$ cat config.mk
export PLATFORM = sky130hd
export DESIGN_NAME = sa_controller
export DESIGN_NICKNAME = d
export VERILOG_FILES = /design/src/common/sa_ctrl_pkg.sv /design/src/hdl/sa_controller.sv /design/src/row_config/row_config_regs.sv /design/src/sequencer/layer_progress.sv /design/src/sequencer/sa_ctrl_fsm.sv
export SDC_FILE = /design/constraint.sdc
export NUM_CORES = 1
export LEC_CHECK = 0
export BUFFER_PORTS_ARGS = -buffer_cell sky130_fd_sc_hd__buf_4
export CORE_ASPECT_RATIO = 1.1
export CORE_MARGIN = 8
export CORE_UTILIZATION = 35
export DETAILED_ROUTE_END_ITERATION = 10
export PLACE_DENSITY = 0.6
export SYNTH_ARGS = -nofsm -noshare
export SYNTH_HDL_FRONTEND = slang
export SYNTH_SLANG_ARGS = --single-unit
$ cat constraint.sdc
create_clock -name clk_i -period 3.6 [get_ports clk_i]
set_clock_uncertainty 0.1 [all_clocks]
set_input_delay 0.72 -clock clk_i [delete_from_list [all_inputs] [get_ports clk_i]]
set_output_delay 0.72 -clock clk_i [all_outputs]
set_load 0.005 [all_outputs]
$ cat src/common/sa_ctrl_pkg.sv
`default_nettype none

package sa_ctrl_pkg;

    ////////////////////////////////////////////////////////////////////////////
    // controller state
    ////////////////////////////////////////////////////////////////////////////

    typedef enum logic [3:0] {
        S_IDLE        = 4'd0,
        S_WAIT_WEIGHT = 4'd1,
        S_LOAD        = 4'd2,
        S_WAIT_BRAM   = 4'd3,
        S_READY       = 4'd4,
        S_START       = 4'd5,
        S_WAIT_DRAIN  = 4'd6
    } sa_state_e;

    ////////////////////////////////////////////////////////////////////////////
    // counter widths and timing
    ////////////////////////////////////////////////////////////////////////////

    // input feature address and per-round input count
    localparam int FEATURE_ADDR_W = 16;
    // channel totals and accumulated channels
    localparam int CHANNEL_W      = 10;
    localparam int DRAIN_CNT_W    = 4;

    // cycles spent in S_READY
    localparam int READY_CYCLES = 3;
    // fixed part of the drain time
    localparam int DRAIN_BASE   = 6;

    // index of the last drain cycle for a given filter size
    function automatic logic [DRAIN_CNT_W-1:0] drain_last_count(input int filter_size);
        return DRAIN_CNT_W'(2 * (filter_size - 1) + DRAIN_BASE - 1);
    endfunction

endpackage

`default_nettype wire

$ cat src/hdl/sa_controller.sv
`timescale 1ns/1ps
`default_nettype none

module sa_controller
    import sa_ctrl_pkg::*;
#(
    parameter int N_ROWS     = 4,
    parameter int N_COLS     = 4,
    parameter int MAX_FILTER = 3,
    localparam int SEL_W  = $clog2(MAX_FILTER),
    localparam int COL_W  = $clog2(MAX_FILTER + 1),
    localparam int TR_W   = $clog2(N_COLS),
    localparam int LOAD_W = $clog2(N_COLS),
    localparam int ROM_W  = N_ROWS * (SEL_W + COL_W + TR_W + 1)
) (
    input  wire                           clk_i,
    input  wire                           sel_mux_tr_rst,
    input  wire                           general_rst_i,
    input  wire                           input_ready_i,
    input  wire                           weight_ready_i,
    input  wire                           bram_ready_i,
    input  wire  [COL_W-1:0]              filter_size_i,
    input  wire  [CHANNEL_W-1:0]          total_channels_i,
    input  wire  [FEATURE_ADDR_W-1:0]     inputs_per_round_i,
    input  wire  [ROM_W-1:0]              rom_data_i,
    output logic [LOAD_W-1:0]             rom_addr_o,
    output logic                          rom_rd_o,
    output logic                          rst_o,
    output logic                          load_o,
    output logic                          ready_o,
    output logic                          start_op_o,
    output logic                          feature_rd_o,
    output logic [FEATURE_ADDR_W-1:0]     in_feature_addr_o,
    output logic                          layer_done_o,
    output logic [N_ROWS-1:0][SEL_W-1:0]  f_sel_o,
    output logic [N_ROWS-1:0][COL_W-1:0]  number_of_columns_o,
    output logic [N_ROWS-1:0][TR_W-1:0]   sel_mux_tr_o,
    output logic [N_ROWS-1:0]             en_adder_node_o,
    output logic [N_ROWS-1:0][COL_W-1:0]  column_num_o,
    output logic [N_ROWS-1:0][COL_W-1:0]  row_num_o,
    output logic [N_ROWS-1:0]             sel_mux_node_o
);

    sa_state_e state;
    logic      feature_last;

    // sequencer
    sa_ctrl_fsm #(
        .N_COLS     (N_COLS),
        .MAX_FILTER (MAX_FILTER)
    ) u_fsm (
        .clk_i          (clk_i),
        .sel_mux_tr_rst (sel_mux_tr_rst),
        .general_rst_i  (general_rst_i),
        .input_ready_i  (input_ready_i),
        .weight_ready_i (weight_ready_i),
        .bram_ready_i   (bram_ready_i),
        .filter_size_i  (filter_size_i),
        .feature_last_i (feature_last),
        .layer_done_i   (layer_done_o),
        .state_o        (state),
        .load_count_o   (rom_addr_o),
        .rst_o          (rst_o),
        .load_o         (load_o),
        .ready_o        (ready_o),
        .start_op_o     (start_op_o),
        .feature_rd_o   (feature_rd_o),
        .rom_rd_o       (rom_rd_o)
    );

    // feature address and channel passes
    layer_progress #(
        .N_ROWS     (N_ROWS),
        .MAX_FILTER (MAX_FILTER)
    ) u_progress (
        .clk_i              (clk_i),
        .sel_mux_tr_rst     (sel_mux_tr_rst),
        .state_i            (state),
        .filter_size_i      (filter_size_i),
        .total_channels_i   (total_channels_i),
        .inputs_per_round_i (inputs_per_round_i),
        .in_feature_addr_o  (in_feature_addr_o),
        .feature_last_o     (feature_last),
        .layer_done_o       (layer_done_o)
    );

    // per-row array configuration
    row_config_regs #(
        .N_ROWS     (N_ROWS),
        .N_COLS     (N_COLS),
        .MAX_FILTER (MAX_FILTER)
    ) u_row_cfg (
        .clk_i               (clk_i),
        .sel_mux_tr_rst      (sel_mux_tr_rst),
        .state_i             (state),
        .rom_data_i          (rom_data_i),
        .filter_size_i       (filter_size_i),
        .f_sel_o             (f_sel_o),
        .number_of_columns_o (number_of_columns_o),
        .sel_mux_tr_o        (sel_mux_tr_o),
        .en_adder_node_o     (en_adder_node_o),
        .column_num_o        (column_num_o),
        .row_num_o           (row_num_o),
        .sel_mux_node_o      (sel_mux_node_o)
    );

endmodule

`default_nettype wire

$ cat src/row_config/row_config_regs.sv
`timescale 1ns/1ps
`default_nettype none

module row_config_regs
    import sa_ctrl_pkg::*;
#(
    parameter int N_ROWS     = 4,
    parameter int N_COLS     = 4,
    parameter int MAX_FILTER = 3,
    localparam int SEL_W = $clog2(MAX_FILTER),
    localparam int COL_W = $clog2(MAX_FILTER + 1),
    localparam int TR_W  = $clog2(N_COLS),
    localparam int ROM_W = N_ROWS * (SEL_W + COL_W + TR_W + 1)
) (
    input  wire                           clk_i,
    input  wire                           sel_mux_tr_rst,
    input  wire sa_state_e                state_i,
    input  wire  [ROM_W-1:0]              rom_data_i,
    input  wire  [COL_W-1:0]              filter_size_i,
    output logic [N_ROWS-1:0][SEL_W-1:0]  f_sel_o,
    output logic [N_ROWS-1:0][COL_W-1:0]  number_of_columns_o,
    output logic [N_ROWS-1:0][TR_W-1:0]   sel_mux_tr_o,
    output logic [N_ROWS-1:0]             en_adder_node_o,
    output logic [N_ROWS-1:0][COL_W-1:0]  column_num_o,
    output logic [N_ROWS-1:0][COL_W-1:0]  row_num_o,
    output logic [N_ROWS-1:0]             sel_mux_node_o
);

    // field offsets in the ROM word, row 0 lowest
    localparam int COL_LO = N_ROWS * SEL_W;
    localparam int TR_LO  = COL_LO + N_ROWS * COL_W;
    localparam int EN_LO  = TR_LO + N_ROWS * TR_W;

    logic [N_ROWS-1:0][SEL_W-1:0] sel_f;
    logic [N_ROWS-1:0][COL_W-1:0] ncol_f;
    logic [N_ROWS-1:0][TR_W-1:0]  tr_f;
    logic [N_ROWS-1:0]            en_f;
    logic [N_ROWS-1:0][TR_W-1:0]  tr_q;
    logic [N_ROWS-1:0][COL_W-1:0] col_cnt;

    assign sel_f  = rom_data_i[COL_LO-1:0];
    assign ncol_f = rom_data_i[TR_LO-1:COL_LO];
    assign tr_f   = rom_data_i[EN_LO-1:TR_LO];
    assign en_f   = rom_data_i[ROM_W-1:EN_LO];

    ////////////////////////////////////////////////////////////////////////////
    // configuration registers
    ////////////////////////////////////////////////////////////////////////////

    // transfer selects run one word behind the others
    always_ff @(posedge clk_i or posedge sel_mux_tr_rst) begin
        if (sel_mux_tr_rst) begin
            f_sel_o             <= '0;
            number_of_columns_o <= '0;
            en_adder_node_o     <= '0;
            tr_q                <= '0;
            sel_mux_tr_o        <= '0;
        end else if (state_i == S_IDLE) begin
            f_sel_o             <= '0;
            number_of_columns_o <= '0;
            en_adder_node_o     <= '0;
            tr_q                <= '0;
            sel_mux_tr_o        <= '0;
        end else if (state_i == S_LOAD) begin
            f_sel_o             <= sel_f;
            number_of_columns_o <= ncol_f;
            en_adder_node_o     <= en_f;
            tr_q                <= tr_f;
            sel_mux_tr_o        <= tr_q;
        end
    end

    // column counters wrap per row
    always_ff @(posedge clk_i or posedge sel_mux_tr_rst) begin
        if (sel_mux_tr_rst) begin
            col_cnt      <= '0;
            column_num_o <= '0;
        end else if (state_i == S_IDLE) begin
            col_cnt      <= '0;
            column_num_o <= '0;
        end else if (state_i == S_LOAD) begin
            for (int i = 0; i < N_ROWS; i++) begin
                column_num_o[i] <= ncol_f[i] - col_cnt[i];
                col_cnt[i]      <= (col_cnt[i] == ncol_f[i] - 1'b1) ? '0 : col_cnt[i] + 1'b1;
            end
        end
    end

    ////////////////////////////////////////////////////////////////////////////
    // row numbering
    ////////////////////////////////////////////////////////////////////////////

    // rows grouped by filter size, last row of a group ends the node chain
    always_comb begin
        logic [COL_W-1:0] idx;
        idx = '0;
        for (int i = 0; i < N_ROWS; i++) begin
            if (idx == filter_size_i) begin
                idx = '0;
            end
            row_num_o[i]      = idx + 1'b1;
            sel_mux_node_o[i] = (idx + 1'b1) != filter_size_i;
            idx               = idx + 1'b1;
        end
    end

    for (genvar g = 0; g < N_ROWS; g++) begin : g_col_chk
        a_ncol_range: assert property (@(posedge clk_i) disable iff (sel_mux_tr_rst)
            state_i == S_LOAD |-> int'(ncol_f[g]) <= MAX_FILTER);
    end

endmodule

`default_nettype wire

$ cat src/sequencer/layer_progress.sv
`timescale 1ns/1ps
`default_nettype none

module layer_progress
    import sa_ctrl_pkg::*;
#(
    parameter int N_ROWS     = 4,
    parameter int MAX_FILTER = 3,
    localparam int COL_W = $clog2(MAX_FILTER + 1)
) (
    input  wire                       clk_i,
    input  wire                       sel_mux_tr_rst,
    input  wire sa_state_e            state_i,
    input  wire  [COL_W-1:0]          filter_size_i,
    input  wire  [CHANNEL_W-1:0]      total_channels_i,
    input  wire  [FEATURE_ADDR_W-1:0] inputs_per_round_i,
    output logic [FEATURE_ADDR_W-1:0] in_feature_addr_o,
    output logic                      feature_last_o,
    output logic                      layer_done_o
);

    logic [CHANNEL_W-1:0]   channel_acc;
    logic [DRAIN_CNT_W-1:0] drain_cnt;
    logic                   feature_run;

    assign feature_run    = state_i inside {S_READY, S_START};
    assign feature_last_o = in_feature_addr_o == inputs_per_round_i - 1'b1;

    // feature address holds at the last input of the round
    always_ff @(posedge clk_i or posedge sel_mux_tr_rst) begin
        if (sel_mux_tr_rst) begin
            in_feature_addr_o <= '0;
        end else if (!feature_run) begin
            in_feature_addr_o <= '0;
        end else if (!feature_last_o) begin
            in_feature_addr_o <= in_feature_addr_o + 1'b1;
        end
    end

    ////////////////////////////////////////////////////////////////////////////
    // channel passes
    ////////////////////////////////////////////////////////////////////////////

    // drain position so the done pulse lands on the last drain cycle
    always_ff @(posedge clk_i or posedge sel_mux_tr_rst) begin
        if (sel_mux_tr_rst) begin
            drain_cnt   <= '0;
            channel_acc <= '0;
        end else begin
            drain_cnt <= (state_i == S_WAIT_DRAIN) ? drain_cnt + 1'b1 : '0;
            if (state_i == S_IDLE) begin
                channel_acc <= '0;
            end else if (state_i == S_WAIT_DRAIN && drain_cnt == '0) begin
                // rows are shared by N_ROWS / filter size channels
                channel_acc <= channel_acc + CHANNEL_W'(N_ROWS / int'(filter_size_i));
            end
        end
    end

    assign layer_done_o = state_i == S_WAIT_DRAIN
                       && drain_cnt == drain_last_count(int'(filter_size_i))
                       && channel_acc >= total_channels_i;

    a_filter_size_nonzero: assert property (@(posedge clk_i) disable iff (sel_mux_tr_rst)
        state_i == S_WAIT_DRAIN |-> filter_size_i != '0);

endmodule

`default_nettype wire

$ cat src/sequencer/sa_ctrl_fsm.sv
`timescale 1ns/1ps
`default_nettype none

module sa_ctrl_fsm
    import sa_ctrl_pkg::*;
#(
    parameter int N_COLS     = 4,
    parameter int MAX_FILTER = 3,
    localparam int LOAD_W = $clog2(N_COLS),
    localparam int COL_W  = $clog2(MAX_FILTER + 1)
) (
    input  wire               clk_i,
    input  wire               sel_mux_tr_rst,
    input  wire               general_rst_i,
    input  wire               input_ready_i,
    input  wire               weight_ready_i,
    input  wire               bram_ready_i,
    input  wire  [COL_W-1:0]  filter_size_i,
    input  wire               feature_last_i,
    input  wire               layer_done_i,
    output sa_state_e         state_o,
    output logic [LOAD_W-1:0] load_count_o,
    output logic              rst_o,
    output logic              load_o,
    output logic              ready_o,
    output logic              start_op_o,
    output logic              feature_rd_o,
    output logic              rom_rd_o
);

    localparam int READY_W = $clog2(READY_CYCLES);

    sa_state_e              state_q;
    sa_state_e              state_d;
    logic [LOAD_W-1:0]      load_cnt;
    logic [READY_W-1:0]     ready_cnt;
    logic [DRAIN_CNT_W-1:0] drain_cnt;
    logic                   load_last;
    logic                   ready_last;
    logic                   drain_last;

    assign load_last  = load_cnt == LOAD_W'(N_COLS - 1);
    assign ready_last = ready_cnt == READY_W'(READY_CYCLES - 1);
    assign drain_last = drain_cnt == drain_last_count(int'(filter_size_i));

    ////////////////////////////////////////////////////////////////////////////
    // next state
    ////////////////////////////////////////////////////////////////////////////

    always_comb begin
        state_d = state_q;
        case (state_q)
            S_IDLE: begin
                if (input_ready_i && !general_rst_i) begin
                    state_d = weight_ready_i ? S_LOAD : S_WAIT_WEIGHT;
                end
            end
            S_WAIT_WEIGHT: begin
                if (weight_ready_i) begin
                    state_d = S_LOAD;
                end
            end
            // one ROM word per column
            S_LOAD: begin
                if (load_last) begin
                    state_d = S_WAIT_BRAM;
                end
            end
            S_WAIT_BRAM: begin
                if (bram_ready_i) begin
                    state_d = S_READY;
                end
            end
            S_READY: begin
                if (ready_last) begin
                    state_d = S_START;
                end
            end
            // stay while DRAM still streams features
            S_START: begin
                if (general_rst_i) begin
                    state_d = S_IDLE;
                end else if (feature_last_i && !input_ready_i) begin
                    state_d = S_WAIT_DRAIN;
                end
            end
            S_WAIT_DRAIN: begin
                if (general_rst_i) begin
                    state_d = S_IDLE;
                end else if (drain_last) begin
                    // next channel group needs fresh weights
                    state_d = layer_done_i ? S_IDLE : S_WAIT_WEIGHT;
                end
            end
            default: state_d = S_IDLE;
        endcase
    end

    ////////////////////////////////////////////////////////////////////////////
    // state register and phase counters
    ////////////////////////////////////////////////////////////////////////////

    always_ff @(posedge clk_i or posedge sel_mux_tr_rst) begin
        if (sel_mux_tr_rst) begin
            state_q   <= S_IDLE;
            load_cnt  <= '0;
            ready_cnt <= '0;
            drain_cnt <= '0;
        end else begin
            state_q   <= state_d;
            load_cnt  <= (state_q == S_LOAD && !load_last) ? load_cnt + 1'b1 : '0;
            ready_cnt <= (state_q == S_READY) ? ready_cnt + 1'b1 : '0;
            drain_cnt <= (state_q == S_WAIT_DRAIN) ? drain_cnt + 1'b1 : '0;
        end
    end

    assign state_o      = state_q;
    assign load_count_o = load_cnt;
    assign rst_o        = state_q == S_IDLE;
    assign load_o       = state_q == S_LOAD;
    assign rom_rd_o     = state_q == S_LOAD;
    assign ready_o      = state_q == S_READY;
    assign start_op_o   = state_q inside {S_START, S_WAIT_DRAIN};
    assign feature_rd_o = state_q inside {S_READY, S_START};

    // checks
    a_state_legal: assert property (@(posedge clk_i) disable iff (sel_mux_tr_rst)
        state_q inside {S_IDLE, S_WAIT_WEIGHT, S_LOAD, S_WAIT_BRAM,
                        S_READY, S_START, S_WAIT_DRAIN});

    a_load_needs_weights: assert property (@(posedge clk_i) disable iff (sel_mux_tr_rst)
        (state_q == S_LOAD && $past(state_q) != S_LOAD) |-> $past(weight_ready_i));

    a_load_cnt_range: assert property (@(posedge clk_i) disable iff (sel_mux_tr_rst)
        int'(load_cnt) < N_COLS);

endmodule

`default_nettype wire
* Word-level counts from Yosys, hierarchy flattened *
Cells that the tools add are included.

operators by class
  $add $sub $neg = 25
  divide/modulo/power cells = 1
  order comparisons = 1
  eq/ne operators = 30
  muxes and demuxes = 41
  reduce and logical (&&, ||, !) cells = 16

operators with widths
  operator                 count
  $mux W8                  12
  $mux W4                  13
  $div A4 B3 Y32 const A   1
  $mux W16                 2
  $pmux W4 S7              1
  $mux W10                 2
  $mux W2                  9
  $add A16 B1 Y16 const B  1
  $add A2 B1 Y2 const B    8
  $eq A16 B16 Y1           1
  $sub A16 B1 Y16 const B  1
  $eq A2 B2 Y1             6
  $eq A4 B3 Y1 const B     3
  $add A10 B10 Y10         1
  $ge A10 B10 Y1           1
  $add A4 B1 Y4 const B    2
  $eq A4 B2 Y1 const B     2
  $eq A4 B4 Y1             2
  $logic_not A4 Y1         2
  $reduce_bool A2 Y1       4
  $sub A2 B1 Y2 const B    4
  $sub A2 B2 Y2            4
  $reduce_and A7 Y1        1
  $logic_and A1 B1 Y1      6
  other kinds (14)         25

storage, ports and cells
  bits in registers = 94
  output and inout bits = 73
  word-level logic and storage cells = 146

* Longest topological paths before layout *
Gate-level depths: netlist (run 1).

  depth after elaboration = 10
  gate-level depth with buffers = 14
  mapped depth without buffers = 14

* Cells and area by module *
From an unflattened synthesis (run 1), not the netlist that was laid out.

unflattened totals
  cells, all modules = 641
  area total of the unflattened synthesis = 5,838.1 sq um

modules (own cells, without submodules)
  module           times used  cells an instance  area each (sq um)  seq. area each (sq um)
  layer_progress   1           297                2,597.5            750.7
  row_config_regs  1           268                2,481.1            1,301.2
  sa_ctrl_fsm      1           76                 759.5              275.3

* Least setup slack after synthesis (run 1) *
Ideal clock, no wire load.

  path kind = input to register
  start = in inputs_per_round_i[2]
  end = reg u_fsm.state_q[0], in the netlist u_fsm.state_o[0]
  arrival time = 3,216 ps
  data required time = 3,372 ps
  slack = 156 ps
  stages on the path = 10
  buffers on the path = 2
  cell sequence = buf_6 or4_1 buf_2 or4_4 xnor2_1 nand4_1 a2111oi_4 nand4b_1 a21oi_1 mux2_1

between the ends
  longest elaborated chain between the ends = 5

ends and longest elaborated chain
  element                      line                  RTL
  start, declared              sa_controller.sv:24   input wire [FEATURE_ADDR_W-1:0] inputs_per_round_i,
  $sub A16 B1 Y16              layer_progress.sv:27  assign feature_last_o = in_feature_addr_o == inputs_per_round_i - 1'b1;
  $eq A16 B16 Y1               layer_progress.sv:27
  $logic_and A1 B1 Y1          sa_ctrl_fsm.sv:83     end else if (feature_last_i && !input_ready_i) begin
  $ne A3 B2 Y1 (no line)       -
  $reduce_and A7 Y1 (no line)  -
  end signal, assigned         sa_ctrl_fsm.sv:110    state_q <= state_d;
  end, declared                sa_ctrl_fsm.sv:33     sa_state_e state_q;

Every way passes these cells.
A chain may end at the register's enable or synchronous reset.

* Worst setup path after layout (run 1) *
  start = reg u_fsm.state_q[2], in the netlist u_fsm.state_o[2]
  end = out layer_done_o

between the ends
  longest elaborated chain between the ends = 3

ends and longest elaborated chain
  element              line                  RTL
  $eq A4 B3 Y1         layer_progress.sv:60  assign layer_done_o = state_i == S_WAIT_DRAIN
  $logic_and A1 B1 Y1  layer_progress.sv:61  && drain_cnt == drain_last_count(int'(filter_size_i))
  $logic_and A1 B1 Y1  layer_progress.sv:62  && channel_acc >= total_channels_i;
  end, declared        sa_controller.sv:34   output logic layer_done_o,

Every way passes these cells.

==> results by group, run 1 <==
Drt
  – Final wirelength: 14660 um
  – Routed len/inst: 14.84 um
  – Drt drc: 0
  – DRT iter0 DRCs: 207
  – Routed Antenna Nets: 0
  – Routed vias: 4928
  – DRT Pass-1 Iters: 4
  – Drt via density: 4.988

Synth
  – Ys Warns: 0
  – Count leader, synth: nand2_1
  – Most instantiated cells after synthesis: nand2_1 (109), dfrtp_1 (93), nand3_1 (50), nor2_1 (39), ha_1 (38)
  – Post-synth top flop: dfrtp_1
  – Area share of the largest cell type after synthesis: 40.34%
  – Avg Inst Size Synth: 8.768 um^2
  – Net Count, Synth: 759
  – Flop and latch count out of synthesis: 93
  – Cells after synthesis: 658
  – Synth unique cells: 60
  – Post-synth EDFFs: 0
  – Area leader, netlist: dfrtp_1
  – Sequential-to-total area share from yosys stat: 40.34%
  – Dominant cells by area after synthesis: dfrtp_1 (40%), ha_1 (8.2%), nand2_1 (7.1%), xnor2_1 (4.7%), nand3_1 (4.3%)
  – Synthesized area: 5769 um^2
  – Asr flop ratio synth: 100.0%

Critical path
  – Origin of the critical flop-to-flop path: u_fsm.state_o[2]$_DFFE_PP0P_
  – CP Class: flip-flop to output port
  – Worst R2R Path Depth: 7
  – Reg2Reg Capture Point: u_fsm.state_o[0]$_DFFE_PP0P_
  – Critical Path End Type: output port
  – R2R setup slack: 0.91 ns
  – Slowest stage delay, CP: 0.62 ns
  – CP max-delay cell: dfrtp_1
  – Top fanout value on the critical path: 13
  – Arr. time, crit path: 2.43 ns
  – Startpoint types: flip-flop
  – Crit-path cells: nand3b_1 > a2111oi_0 > nand4_1 > a21oi_1 > buf_4
  – WP data required: 2.78 ns
  – Crit path launch: u_fsm.state_o[2]$_DFFE_PP0P_

Clock network
  – CTS buffer count: 9
  – Clk Latency, worst-skew pair: 0.34 ns
  – Hold_buf cts: 0
  – Clock root cell: clkbuf_16
  – Post-CTS sizing: 0
  – Sink Count: 93
  – H-tree depth: 3
  – CTS tree: yes
  – Max Root-Sink Buffers: 2
  – CTS clock-pin slew for the worst setup and hold paths: 0.07 ns
  – Setup Fix Bufs, Post-CTS: 0

Pwr
  – Proportion of power drawn by combinational gates: 42.3%
  – Leakage: 3.760 nW
  – Int Power: 0.002709 W
  – Pwr Density: 599.4 nW/um^2
  – Max IR drop VDD: 0.2954 mV
  – Sw frac: 37.99%
  – Flop pwr share: 36.5%
  – Clock Power Share: 21.2%
  – Net Switching: 0.001660 W

Placed design
  – HPWL Detailed: 10880 um
  – IO Port Bufs: 132
  – Routability congestion estimate: 0.8012

GRT
  – Global-route wire length before repair: 24900 um
  – Number of global-route vias before repair: 4945
  – GRT Resource Usage Total: 14.30%
  – Initial antenna violation count: 0
  – Grt ovf: 0
  – Largest net degree at the start of global routing: 58

STA
  – Setup TNS: 0 ns
  – Worst hold slack: 0.3319 ns
  – RSZ-0062 raised after global routing: no
  – Slew HR: 52.59%
  – Final Hold Fails: 0
  – Final setup vio count: 0
  – Highest clock rate: 307.6 MHz
  – Measured slew at the worst slew-check pin: 0.7111 ns
  – Final Max Tran Viols: 0
  – Post-route minimum period: 3.251 ns
  – Tcrit/Tclk final: 90.32%

Die
  – Core Area: 16250 um^2
  – Die Y: 150.7 um
  – Chip Width: 138.4 um
  – Ports: 135
  – Die Footprint: 20850 um^2
  – # rows: 49
  – Initial Util: 35.51%

Run
  – Maxcap violations: 0

Finish
  – Share of cells above drive strength 1: 23.85%
  – Number of fill cells in the layout: 1634
  – Synth-to-Final Area Change: 26.35%
  – Area of the multi-input gates: 3138 um^2
  – Sequential cell area: 2328 um^2
  – Nets: 881
  – # diodes: 0

Min path
  – Min-delay worst type: primary input to asynchronous set/reset pin

Run status
  – Outcome: completed
-- metal layers --
metal  vias to the layer above  wire length [um]  global-route usage (%)
li1                       2497                 -                       -
met1                      2305              6620                   18.03
met2                       110              6619                   22.01
met3                        16              1191                   5.615
met4                         0               227                   4.622
met5                         -                 0                       0
-- metrics by stage --
| step | utilization, % | area (um^2) | setup WS [ns] | total power [W] | instances |
|---|---|---|---|---|---|
| floorplan | - | 5769 | 0.1562 | 0.002746 | 658 |
| global placement | 43.10 | 7002 | 0.07469 | 0.003487 | 973 |
| detailed placement | 43.10 | 7002 | 0.01545 | 0.003511 | 973 |
| CTS | 44.87 | 7289 | 0.2666 | 0.004450 | 988 |
| global route | 44.87 | 7289 | 0.09646 | 0.004790 | 988 |
| finish | 44.87 | 7289 | 0.3485 | 0.004369 | 988 |
-- layout by cell type (no fill, tap or decap), drive strengths merged, types with 7 or more instances in the layout --
| master | instances |
|---|---|
| a21oi | 18 |
| nor2 | 39 |
| nand2 | 109 |
| xnor2 | 31 |
| nor2b | 7 |
| dfrtp | 93 |
| nor3 | 8 |
| ha | 38 |
| nand3 | 50 |
| clkbuf | 13 |
| o21ai | 37 |
| inv | 35 |
| nand4 | 10 |
| buf | 151 |
| nand2b | 12 |
| xor2 | 22 |
| a31oi | 11 |
-- critical path, delay by kind of cell, from the launching register on --
kind	cells	cell delay, ns
compound gates	2	0.78
simple gates	2	0.51
buf+inv	1	0.18
flops	1	0.62
-- power by group through the flow --
stage	Combinational [W]	Sequential [W]	Clock, W
5_1_grt	0.00214	0.00165	0.000995
4_1_cts	0.00190	0.00160	0.000953
3_3_place_gp	0.00188	0.00161	0
3_5_place_dp	0.00190	0.00161	0
6_report	0.00185	0.00159	0.000925
2_1_floorplan	0.00117	0.00158	0
-- worst max path at each step --
stage / endpoint / slack [ns] / depth (start not counted)
2_1_floorplan: u_fsm.state_o[0]$_DFFE_PP0P_ / 0.16 / 10
3_3_place_gp: u_fsm.state_o[0]$_DFFE_PP0P_ / 0.07 / 9
3_5_place_dp: u_fsm.state_o[0]$_DFFE_PP0P_ / 0.02 / 9
4_1_cts: layer_done_o / 0.27 / 5
5_1_grt: layer_done_o / 0.1 / 5
6_report: layer_done_o / 0.35 / 5
-- state kept, by name, indices dropped and copies added (netlist names) --
signal / flops
u_fsm.ready_cnt: 2
u_fsm.drain_cnt: 4
u_progress.drain_cnt: 4
u_progress.channel_acc: 10
u_row_cfg.column_num_o: 8
u_row_cfg.f_sel_o: 8
u_row_cfg.col_cnt: 8
u_row_cfg.tr_q: 8
u_fsm.load_count_o: 2
u_progress.in_feature_addr_o: 16
u_fsm.state_o: 3
u_row_cfg.sel_mux_tr_o: 8
u_row_cfg.en_adder_node_o: 4
u_row_cfg.number_of_columns_o: 8
-- cell families (layout without fill, tap and decap cells) --
family                   Yosys count  count (layout)  share of synthesized area, %
AND/OR/NAND/NOR                  277             277                         23.10
buffers and inverters             75             201                         5.400
flip-flops                        93              93                         40.34
multiplexers                       9               9                         1.670
AO/OA/AOI/OAI                    110             110                         12.73
adder cells (fa/ha/maj)           39              39                         8.588
other                              2               2                        0.1302
XOR/XNOR                          53              53                         8.046
-- cell type report --
class	count	share of cell area, %
clock inverter	2	0.2403
clock buffer	13	3.708
tap	204	3.502
multi-input combinational	490	43.05
timing repair buffer	151	15.72
inverter	35	1.837
sequential	93	31.94
(Power assumes the default switching activity.)
==> run 2, diff against run 1 <==
- PLACE_DENSITY: 0.6 -> 0.62
- clock period: 3.6 -> 2.8 ns (I/O delays scaled with it)
==> run 2 against run 1 <==
Against the previous run: the flow now finishes with violations (negative setup slack); register-to-register slack worse by 0.65 ns; critical path type is now primary input to flip-flop; first-iteration DRC count decreased by 5.8%; global-route usage grew 0.35 points; critical endpoint is now u_fsm.state_o[0]$_DFFE_PP0P_; wire length grew 6.0%; setup slack worse by 0.45 ns; sequential cell count stayed put; highest routed layer unchanged; combinational power is 39% higher; power is 36% higher; worst hold slack lost 0.035 ns.
==> results by group, run 2 (synthesized netlist as in run 1, its figures left out) <==
Run status
  – Outcome: complete, but fails checks (was completed)
  – Failing checks: negative setup slack

Die
  – Ports: 135 (unchanged)
  – Chip Width: 138.4 um (unchanged)
  – Die Y: 150.7 um (unchanged)
  – Initial Util: 35.51% (unchanged)
  – # rows: 49 (unchanged)
  – Core Area: 16250 um^2 (unchanged)
  – Die Footprint: 20850 um^2 (unchanged)

Drt
  – Final wirelength: 15530 um (was 14660 um)
  – Routed vias: 5129 (was 4928)
  – DRT Pass-1 Iters: 4 (unchanged)
  – Drt drc: 0 (unchanged)
  – Routed len/inst: 15.01 um (was 14.84 um)
  – Routed Antenna Nets: 0 (unchanged)
  – DRT iter0 DRCs: 195 (was 207)
  – Drt via density: 4.956 (was 4.988)

Placed design
  – DP Area: 7350 um^2 (was 7002 um^2)
  – HPWL Detailed: 11300 um (was 10880 um)
  – IO Port Bufs: 132 (unchanged)
  – Routability congestion estimate: 0.8170 (was 0.8012)
  – DP Worst Slack: -0.5232 ns (was 0.01545 ns)

Critical path
  – Worst R2R Path Depth: 9 (was 7)
  – WP data required: 2.93 ns (was 2.78 ns)
  – R2R setup slack: 0.26 ns (was 0.91 ns)
  – Slowest stage delay, CP: 0.54 ns (was 0.62 ns)
  – Reg2Reg Capture Point: u_fsm.state_o[0]$_DFFE_PP0P_ (unchanged)
  – Top fanout value on the critical path: 5 (was 13)
  – CP Class: primary input to flip-flop (was flip-flop to output port)
  – Origin of the critical flop-to-flop path: u_progress.channel_acc[4]$_DFFE_PP0P_ (was u_fsm.state_o[2]$_DFFE_PP0P_)
  – Arr. time, crit path: 3.03 ns (was 2.43 ns)
  – Crit-path cells: buf_4 > or4_4 > buf_4 > nor4_4 > xnor2_1 > o211ai_1 > a2111oi_4 > nand4b_1 > a21oi_2 > mux2_4 (was nand3b_1 > a2111oi_0 > nand4_1 > a21oi_1 > buf_4)
  – CP max-delay cell: or4_4 (was dfrtp_1)
  – Startpoint types: primary input (was flip-flop)
  – CP most frequent cell: buf_4
  – Critical Path End Type: flip-flop (was output port)

Clock network
  – Clk Latency, worst-skew pair: 0.34 ns (about the same)
  – CTS clock-pin slew for the worst setup and hold paths: 0.07 ns (about the same)
  – Hold_buf cts: 0 (unchanged)
  – CTS tree: yes (unchanged)
  – Clock root cell: clkbuf_16 (unchanged)
  – Max Root-Sink Buffers: 2 (unchanged)
  – CTS buffer count: 9 (unchanged)
  – H-tree depth: 3 (unchanged)
  – Sink Count: 93 (unchanged)

Finish
  – Most common cell after layout, fill and taps aside: buf_4 (unchanged)
  – Nets: 927 (was 881)
  – Final core occ: 48.73% (was 44.87%)
  – Sequential cell area: 2328 um^2 (unchanged)
  – Max FFs per register: 16 (unchanged)
  – Largest regs: u_progress.in_feature_addr_o: 16 flops, u_progress.channel_acc: 10 flops (unchanged)
  – Share of cells above drive strength 1: 31.89% (was 23.85%)
  – Most frequent cells in the layout: buf_4 (187), nand2_1 (107), dfrtp_1 (92) (was buf_4 (150), nand2_1 (109), dfrtp_1 (92))
  – Synth-to-Final Area Change: 37.22% (was 26.35%)
  – Largest reg by FF count: u_progress.in_feature_addr_o (unchanged)
  – Area of the multi-input gates: 3334 um^2 (was 3138 um^2)
  – Number of fill cells in the layout: 1529 (was 1634)
  – Layout Cell Area excl Fill: 7916 um^2 (was 7289 um^2)
  – # diodes: 0 (unchanged)

GRT
  – Initial antenna violation count: 0 (unchanged)
  – Grt ovf: 0 (unchanged)
  – Number of global-route vias before repair: 5062 (was 4945)
  – GRT Resource Usage Total: 14.65% (was 14.30%)
  – Largest net degree at the start of global routing: 50 (was 58)
  – Global-route wire length before repair: 25520 um (was 24900 um)

STA
  – Post-route minimum period: 2.898 ns
  – Measured slew at the worst slew-check pin: 0.7369 ns (was 0.7111 ns)
  – Setup TNS: -0.1615 ns (was 0 ns)
  – Worst hold slack: 0.2972 ns (was 0.3319 ns)
  – Highest clock rate: 345.0 MHz
  – RSZ-0062 raised after global routing: yes (was no)
  – Final setup vio count: 5 (was 0)
  – Tcrit/Tclk final: 103.5%
  – PnR worst setup slack: -0.09832 ns (was 0.3485 ns)
  – Final Hold Fails: 0 (unchanged)
  – Slew HR: 50.87% (was 52.59%)
  – Final Max Tran Viols: 0 (unchanged)

Pwr
  – Pwr Density: 752.6 nW/um^2 (was 599.4 nW/um^2)
  – Max IR drop VDD: 0.3940 mV (was 0.2954 mV)
  – Leakage: 4.040 nW (was 3.760 nW)

Min path
  – Min-delay worst type: primary input to asynchronous set/reset pin (unchanged)

Run
  – Maxcap violations: 0 (unchanged)
-- run 2: cell types whose count changed in the layout (fill, tap and decap cells not counted), sizes merged --
cell | before | now
clkinvlp | 0 | 2
bufinv | 0 | 1
buf | 151 | 197
clkinv | 2 | 0
inv | 35 | 37
clkbuf | 13 | 11
-- run 2: per-layer routing --
layer | vias up | GRT usage (%) | wire length, um
met2 | 118 | 23.43 | 7160
li1 | 2591 | - | -
met3 | 13 | 5.899 | 1358
met1 | 2407 | 17.80 | 6839
met5 | - | 0 | 0
met4 | 0 | 4.350 | 173
-- run 2: power breakdown --
group	leakage, nW	switching (W)	internal [W]
Combinational	2.63	0.00140	0.00119
Sequential	1.26	0.000301	0.00176
Clock	0.153	0.000562	0.000752
Total	4.04	0.00226	0.00370
-- run 2: final cells by class --
type,count,share of cell area (%)
multi-input combinational,490,42.12
sequential,93,29.41
timing repair buffer,197,19.38
tap,204,3.224
clock buffer,11,3.193
inverter,35,1.865
clock inverter,5,0.8061
-- run 2: what timing repair did --
item	CTS	global route
endpoints found under the setup margin	19	20
pin swaps	13	25
resized for setup	13	30
setup buffers	2	8
-- run 2: worst max path at each step --
stage                     slack (ns)                  start  cells past startpoint                            to
final                           -0.1  inputs_per_round_i[5]                     10  u_fsm.state_o[0]$_DFFE_PP0P_
after global placement         -0.52  inputs_per_round_i[5]                      9  u_fsm.state_o[0]$_DFFE_PP0P_
after CTS                      -0.10  inputs_per_round_i[7]                      9  u_fsm.state_o[0]$_DFFE_PP0P_
after detailed placement       -0.52  inputs_per_round_i[5]                      9  u_fsm.state_o[0]$_DFFE_PP0P_
after floorplan                -0.32  inputs_per_round_i[5]                      9  u_fsm.state_o[0]$_DFFE_PP0P_
after global routing           -0.22  inputs_per_round_i[3]                     10  u_fsm.state_o[0]$_DFFE_PP0P_
-- run 2: per-stage QoR --
step                power (W)  std cells
floorplan            0.003567        658
global placement     0.004600       1010
detailed placement   0.004639       1010
CTS                  0.005998       1028
global route         0.006448       1035
finish               0.005958       1035
-- run 2: worst max-delay path: cells and delay by family --
kind	cells	cell delay [ns]
simple gates	3	0.97
compound gates	3	0.73
mux	1	0.31
buf+inv	2	0.29
xor+xnor	1	0.16
==> run 3, diff against run 2 <==
- RECOVER_POWER: not set -> 50
==> run 3 against run 2 <==
Against the previous run: the run still ends with negative setup slack left; first-iteration DRC count fell by 3.1%; critical path type unchanged; wire length decreased by 0.32%; largest power group unchanged; worst hold slack improved by 0.030 ns; highest routed layer unchanged.
==> results by group, run 3 (synthesized netlist as in run 1, its figures left out) <==
Run status
  – Outcome: complete, but fails checks (unchanged)
  – Failing checks: negative setup slack (unchanged)

Finish
  – Share of cells above drive strength 1: 30.69% (was 31.89%)
  – Largest reg by FF count: u_progress.in_feature_addr_o (unchanged)
  – Number of fill cells in the layout: 1540 (was 1529)
  – Nets: 927 (unchanged)
  – Max FFs per register: 16 (unchanged)
  – Synth-to-Final Area Change: 36.48% (was 37.22%)
  – Most common cell after layout, fill and taps aside: buf_4 (unchanged)
  – Final core occ: 48.46% (was 48.73%)
  – Sequential cell area: 2327 um^2 (was 2328 um^2)
  – Area of the multi-input gates: 3334 um^2 (unchanged)
  – Most frequent cells in the layout: buf_4 (166), nand2_1 (107), dfrtp_1 (93) (was buf_4 (187), nand2_1 (107), dfrtp_1 (92))
  – # diodes: 0 (unchanged)
  – Largest regs: u_progress.in_feature_addr_o: 16 flops, u_progress.channel_acc: 10 flops (unchanged)

Pwr
  – Sw frac: 38.13% (was 37.89%)
  – Net Switching: 0.002251 W (was 0.002257 W)
  – Pwr Density: 749.9 nW/um^2 (was 752.6 nW/um^2)
  – Int Power: 0.003653 W (was 0.003700 W)
  – Proportion of power drawn by combinational gates: 43.0% (was 43.4%)
  – Max IR drop VDD: 0.3894 mV (was 0.3940 mV)
  – Leakage: 4.000 nW (was 4.040 nW)
  – Clock Power Share: 22.2% (was 22.0%)
  – Flop pwr share: 34.8% (was 34.6%)

Clock network
  – Sink Count: 93 (unchanged)
  – H-tree depth: 3 (unchanged)
  – Clk Latency, worst-skew pair: 0.34 ns (about the same)
  – CTS buffer count: 9 (unchanged)
  – Max Root-Sink Buffers: 2 (unchanged)
  – CTS clock-pin slew for the worst setup and hold paths: 0.07 ns (about the same)
  – CTS tree: yes (unchanged)
  – Clock root cell: clkbuf_16 (unchanged)
  – Hold_buf cts: 0 (unchanged)

Placed design
  – HPWL Detailed: 11300 um (unchanged)
  – IO Port Bufs: 132 (unchanged)
  – Routability congestion estimate: 0.8170 (unchanged)

Drt
  – Routed vias: 5124 (was 5129)
  – Routed Antenna Nets: 0 (unchanged)
  – Drt drc: 0 (unchanged)
  – DRT Pass-1 Iters: 4 (unchanged)
  – DRT iter0 DRCs: 189 (was 195)
  – Routed len/inst: 14.96 um (was 15.01 um)
  – Drt via density: 4.951 (was 4.956)
  – Final wirelength: 15480 um (was 15530 um)

Critical path
  – Top fanout value on the critical path: 3 (was 5)
  – WP buf/inv: 1 (was 2)
  – Arr. time, crit path: 3.03 ns (about the same)
  – CP max-delay cell: or4_1 (was or4_4)
  – Worst R2R Path Depth: 9 (unchanged)
  – CP most frequent cell: nand4b_1 (was buf_4)
  – WP data required: 2.93 ns (about the same)
  – Crit-path cells: buf_4 > or4_1 > nor4_1 > a21oi_1 > nand4b_1 > a2111oi_4 > nand4b_1 > a21oi_2 > mux2_4 (was buf_4 > or4_4 > buf_4 > nor4_4 > xnor2_1 > o211ai_1 > a2111oi_4 > nand4b_1 > a21oi_2 > mux2_4)
  – Slowest stage delay, CP: 0.60 ns (was 0.54 ns)
  – R2R setup slack: 0.27 ns (was 0.26 ns)
  – Reg2Reg Capture Point: u_fsm.state_o[0]$_DFFE_PP0P_ (unchanged)
  – Critical Path End Type: flip-flop (unchanged)
  – Top delay family on crit path: simple AND/OR/NAND/NOR gates (unchanged)
  – Startpoint types: primary input (unchanged)
  – CP Class: primary input to flip-flop (unchanged)
  – Origin of the critical flop-to-flop path: u_progress.channel_acc[4]$_DFFE_PP0P_ (unchanged)

Min path
  – Min-delay worst type: primary input to flip-flop (was primary input to asynchronous set/reset pin)
  – Worst Hold End: u_row_cfg.en_adder_node_o[2]$_DFFE_PP0P_
  – Cell depth of the worst hold path: 3
  – Worst Hold Launch: rom_data_i[26]

STA
  – Slew HR: 19.00% (was 50.87%)
  – Highest clock rate: 344.8 MHz (was 345.0 MHz)
  – Final Hold Fails: 0 (unchanged)
  – PnR worst setup slack: -0.1002 ns (was -0.09832 ns)
  – Final Max Tran Viols: 0 (unchanged)
  – Tcrit/Tclk final: 103.6% (was 103.5%)
  – RSZ-0062 raised after global routing: yes (unchanged)
  – Post-route minimum period: 2.900 ns (was 2.898 ns)
  – Setup TNS: -0.1678 ns (was -0.1615 ns)
  – Final setup vio count: 5 (unchanged)
  – Measured slew at the worst slew-check pin: 1.215 ns (was 0.7369 ns)

Run
  – Maxcap violations: 0 (unchanged)

Die
  – Die Y: 150.7 um (unchanged)
  – Die Footprint: 20850 um^2 (unchanged)
  – Chip Width: 138.4 um (unchanged)
  – Ports: 135 (unchanged)
  – # rows: 49 (unchanged)
  – Initial Util: 35.51% (unchanged)
  – Core Area: 16250 um^2 (unchanged)

GRT
  – Largest net degree at the start of global routing: 50 (unchanged)
  – Number of global-route vias before repair: 5062 (unchanged)
  – Initial antenna violation count: 0 (unchanged)
  – Grt ovf: 0 (unchanged)
  – GRT Resource Usage Total: 14.65% (unchanged)
  – Global-route wire length before repair: 25520 um (unchanged)
[run 3: cell type report]
type | instances | area share [%]
Multi-Input combinational cell | 490 | 42.35
Clock inverter | 5 | 0.8104
Clock buffer | 11 | 3.210
Timing Repair Buffer | 197 | 18.99
Sequential cell | 93 | 29.56
Tap cell | 204 | 3.242
Inverter | 35 | 1.843
[run 3: worst max-delay path by stage]
stage	depth (start not counted)	to	startpoint	slack [ns]
2_1_floorplan	9	u_fsm.state_o[0]$_DFFE_PP0P_	inputs_per_round_i[5]	-0.32
3_3_place_gp	9	u_fsm.state_o[0]$_DFFE_PP0P_	inputs_per_round_i[5]	-0.52
3_5_place_dp	9	u_fsm.state_o[0]$_DFFE_PP0P_	inputs_per_round_i[5]	-0.52
4_1_cts	9	u_fsm.state_o[0]$_DFFE_PP0P_	inputs_per_round_i[7]	-0.10
5_1_grt	10	u_fsm.state_o[0]$_DFFE_PP0P_	inputs_per_round_i[3]	-0.22
6_report	9	u_fsm.state_o[0]$_DFFE_PP0P_	inputs_per_round_i[8]	-0.10
[run 3: stage by stage]
step / hold slack, ns / total power [W] / instances / instance area, um^2 / worst slack, ns
2_1_floorplan: 0.3122 / 0.003567 / 658 / 5872 / -0.3236
6_report: 0.3270 / 0.005904 / 1035 / 7874 / -0.1002
5_1_grt: 0.3287 / 0.006398 / 1035 / 7874 / -0.2198
3_5_place_dp: 0.3269 / 0.004639 / 1010 / 7350 / -0.5232
4_1_cts: 0.3156 / 0.005998 / 1028 / 7734 / -0.1044
3_3_place_gp: 0.3285 / 0.004600 / 1010 / 7350 / -0.5172
[run 3: metal layers]
| metal | share of wire, % | routed length [um] | global-route usage, % | up-vias |
|---|---|---|---|---|
| met2 | 46 | 7137 | 23.43 | 117 |
| li1 | - | - | - | 2589 |
| met4 | 1.1 | 173 | 4.350 | 0 |
| met1 | 44 | 6866 | 17.80 | 2405 |
| met3 | 8.4 | 1305 | 5.899 | 13 |
| met5 | 0 | 0 | 0 | - |
[run 3: repair_timing]
item | 4_1_cts | 5_1_grt
setup buffers | 2 | 8
pin swaps | 13 | 25
gates resized for setup | 13 | 30
endpoints found under the setup margin | 19 | 20
cloned | 0 | 0
[run 3: worst min-delay path: cells and delay by family]
kind	cells	cell delay (ns)
buf+inv	1	0.08
simple gates	2	0.11
[run 3: power by group through the flow]
stage | registers [W] | clock network (W) | logic, W
after floorplan | 0.00204 | 0 | 0.00153
after global placement | 0.00208 | 0 | 0.00252
after detailed placement | 0.00209 | 0 | 0.00255
after CTS | 0.00207 | 0.00135 | 0.00258
after global routing | 0.00212 | 0.00139 | 0.00289
final | 0.00206 | 0.00131 | 0.00254
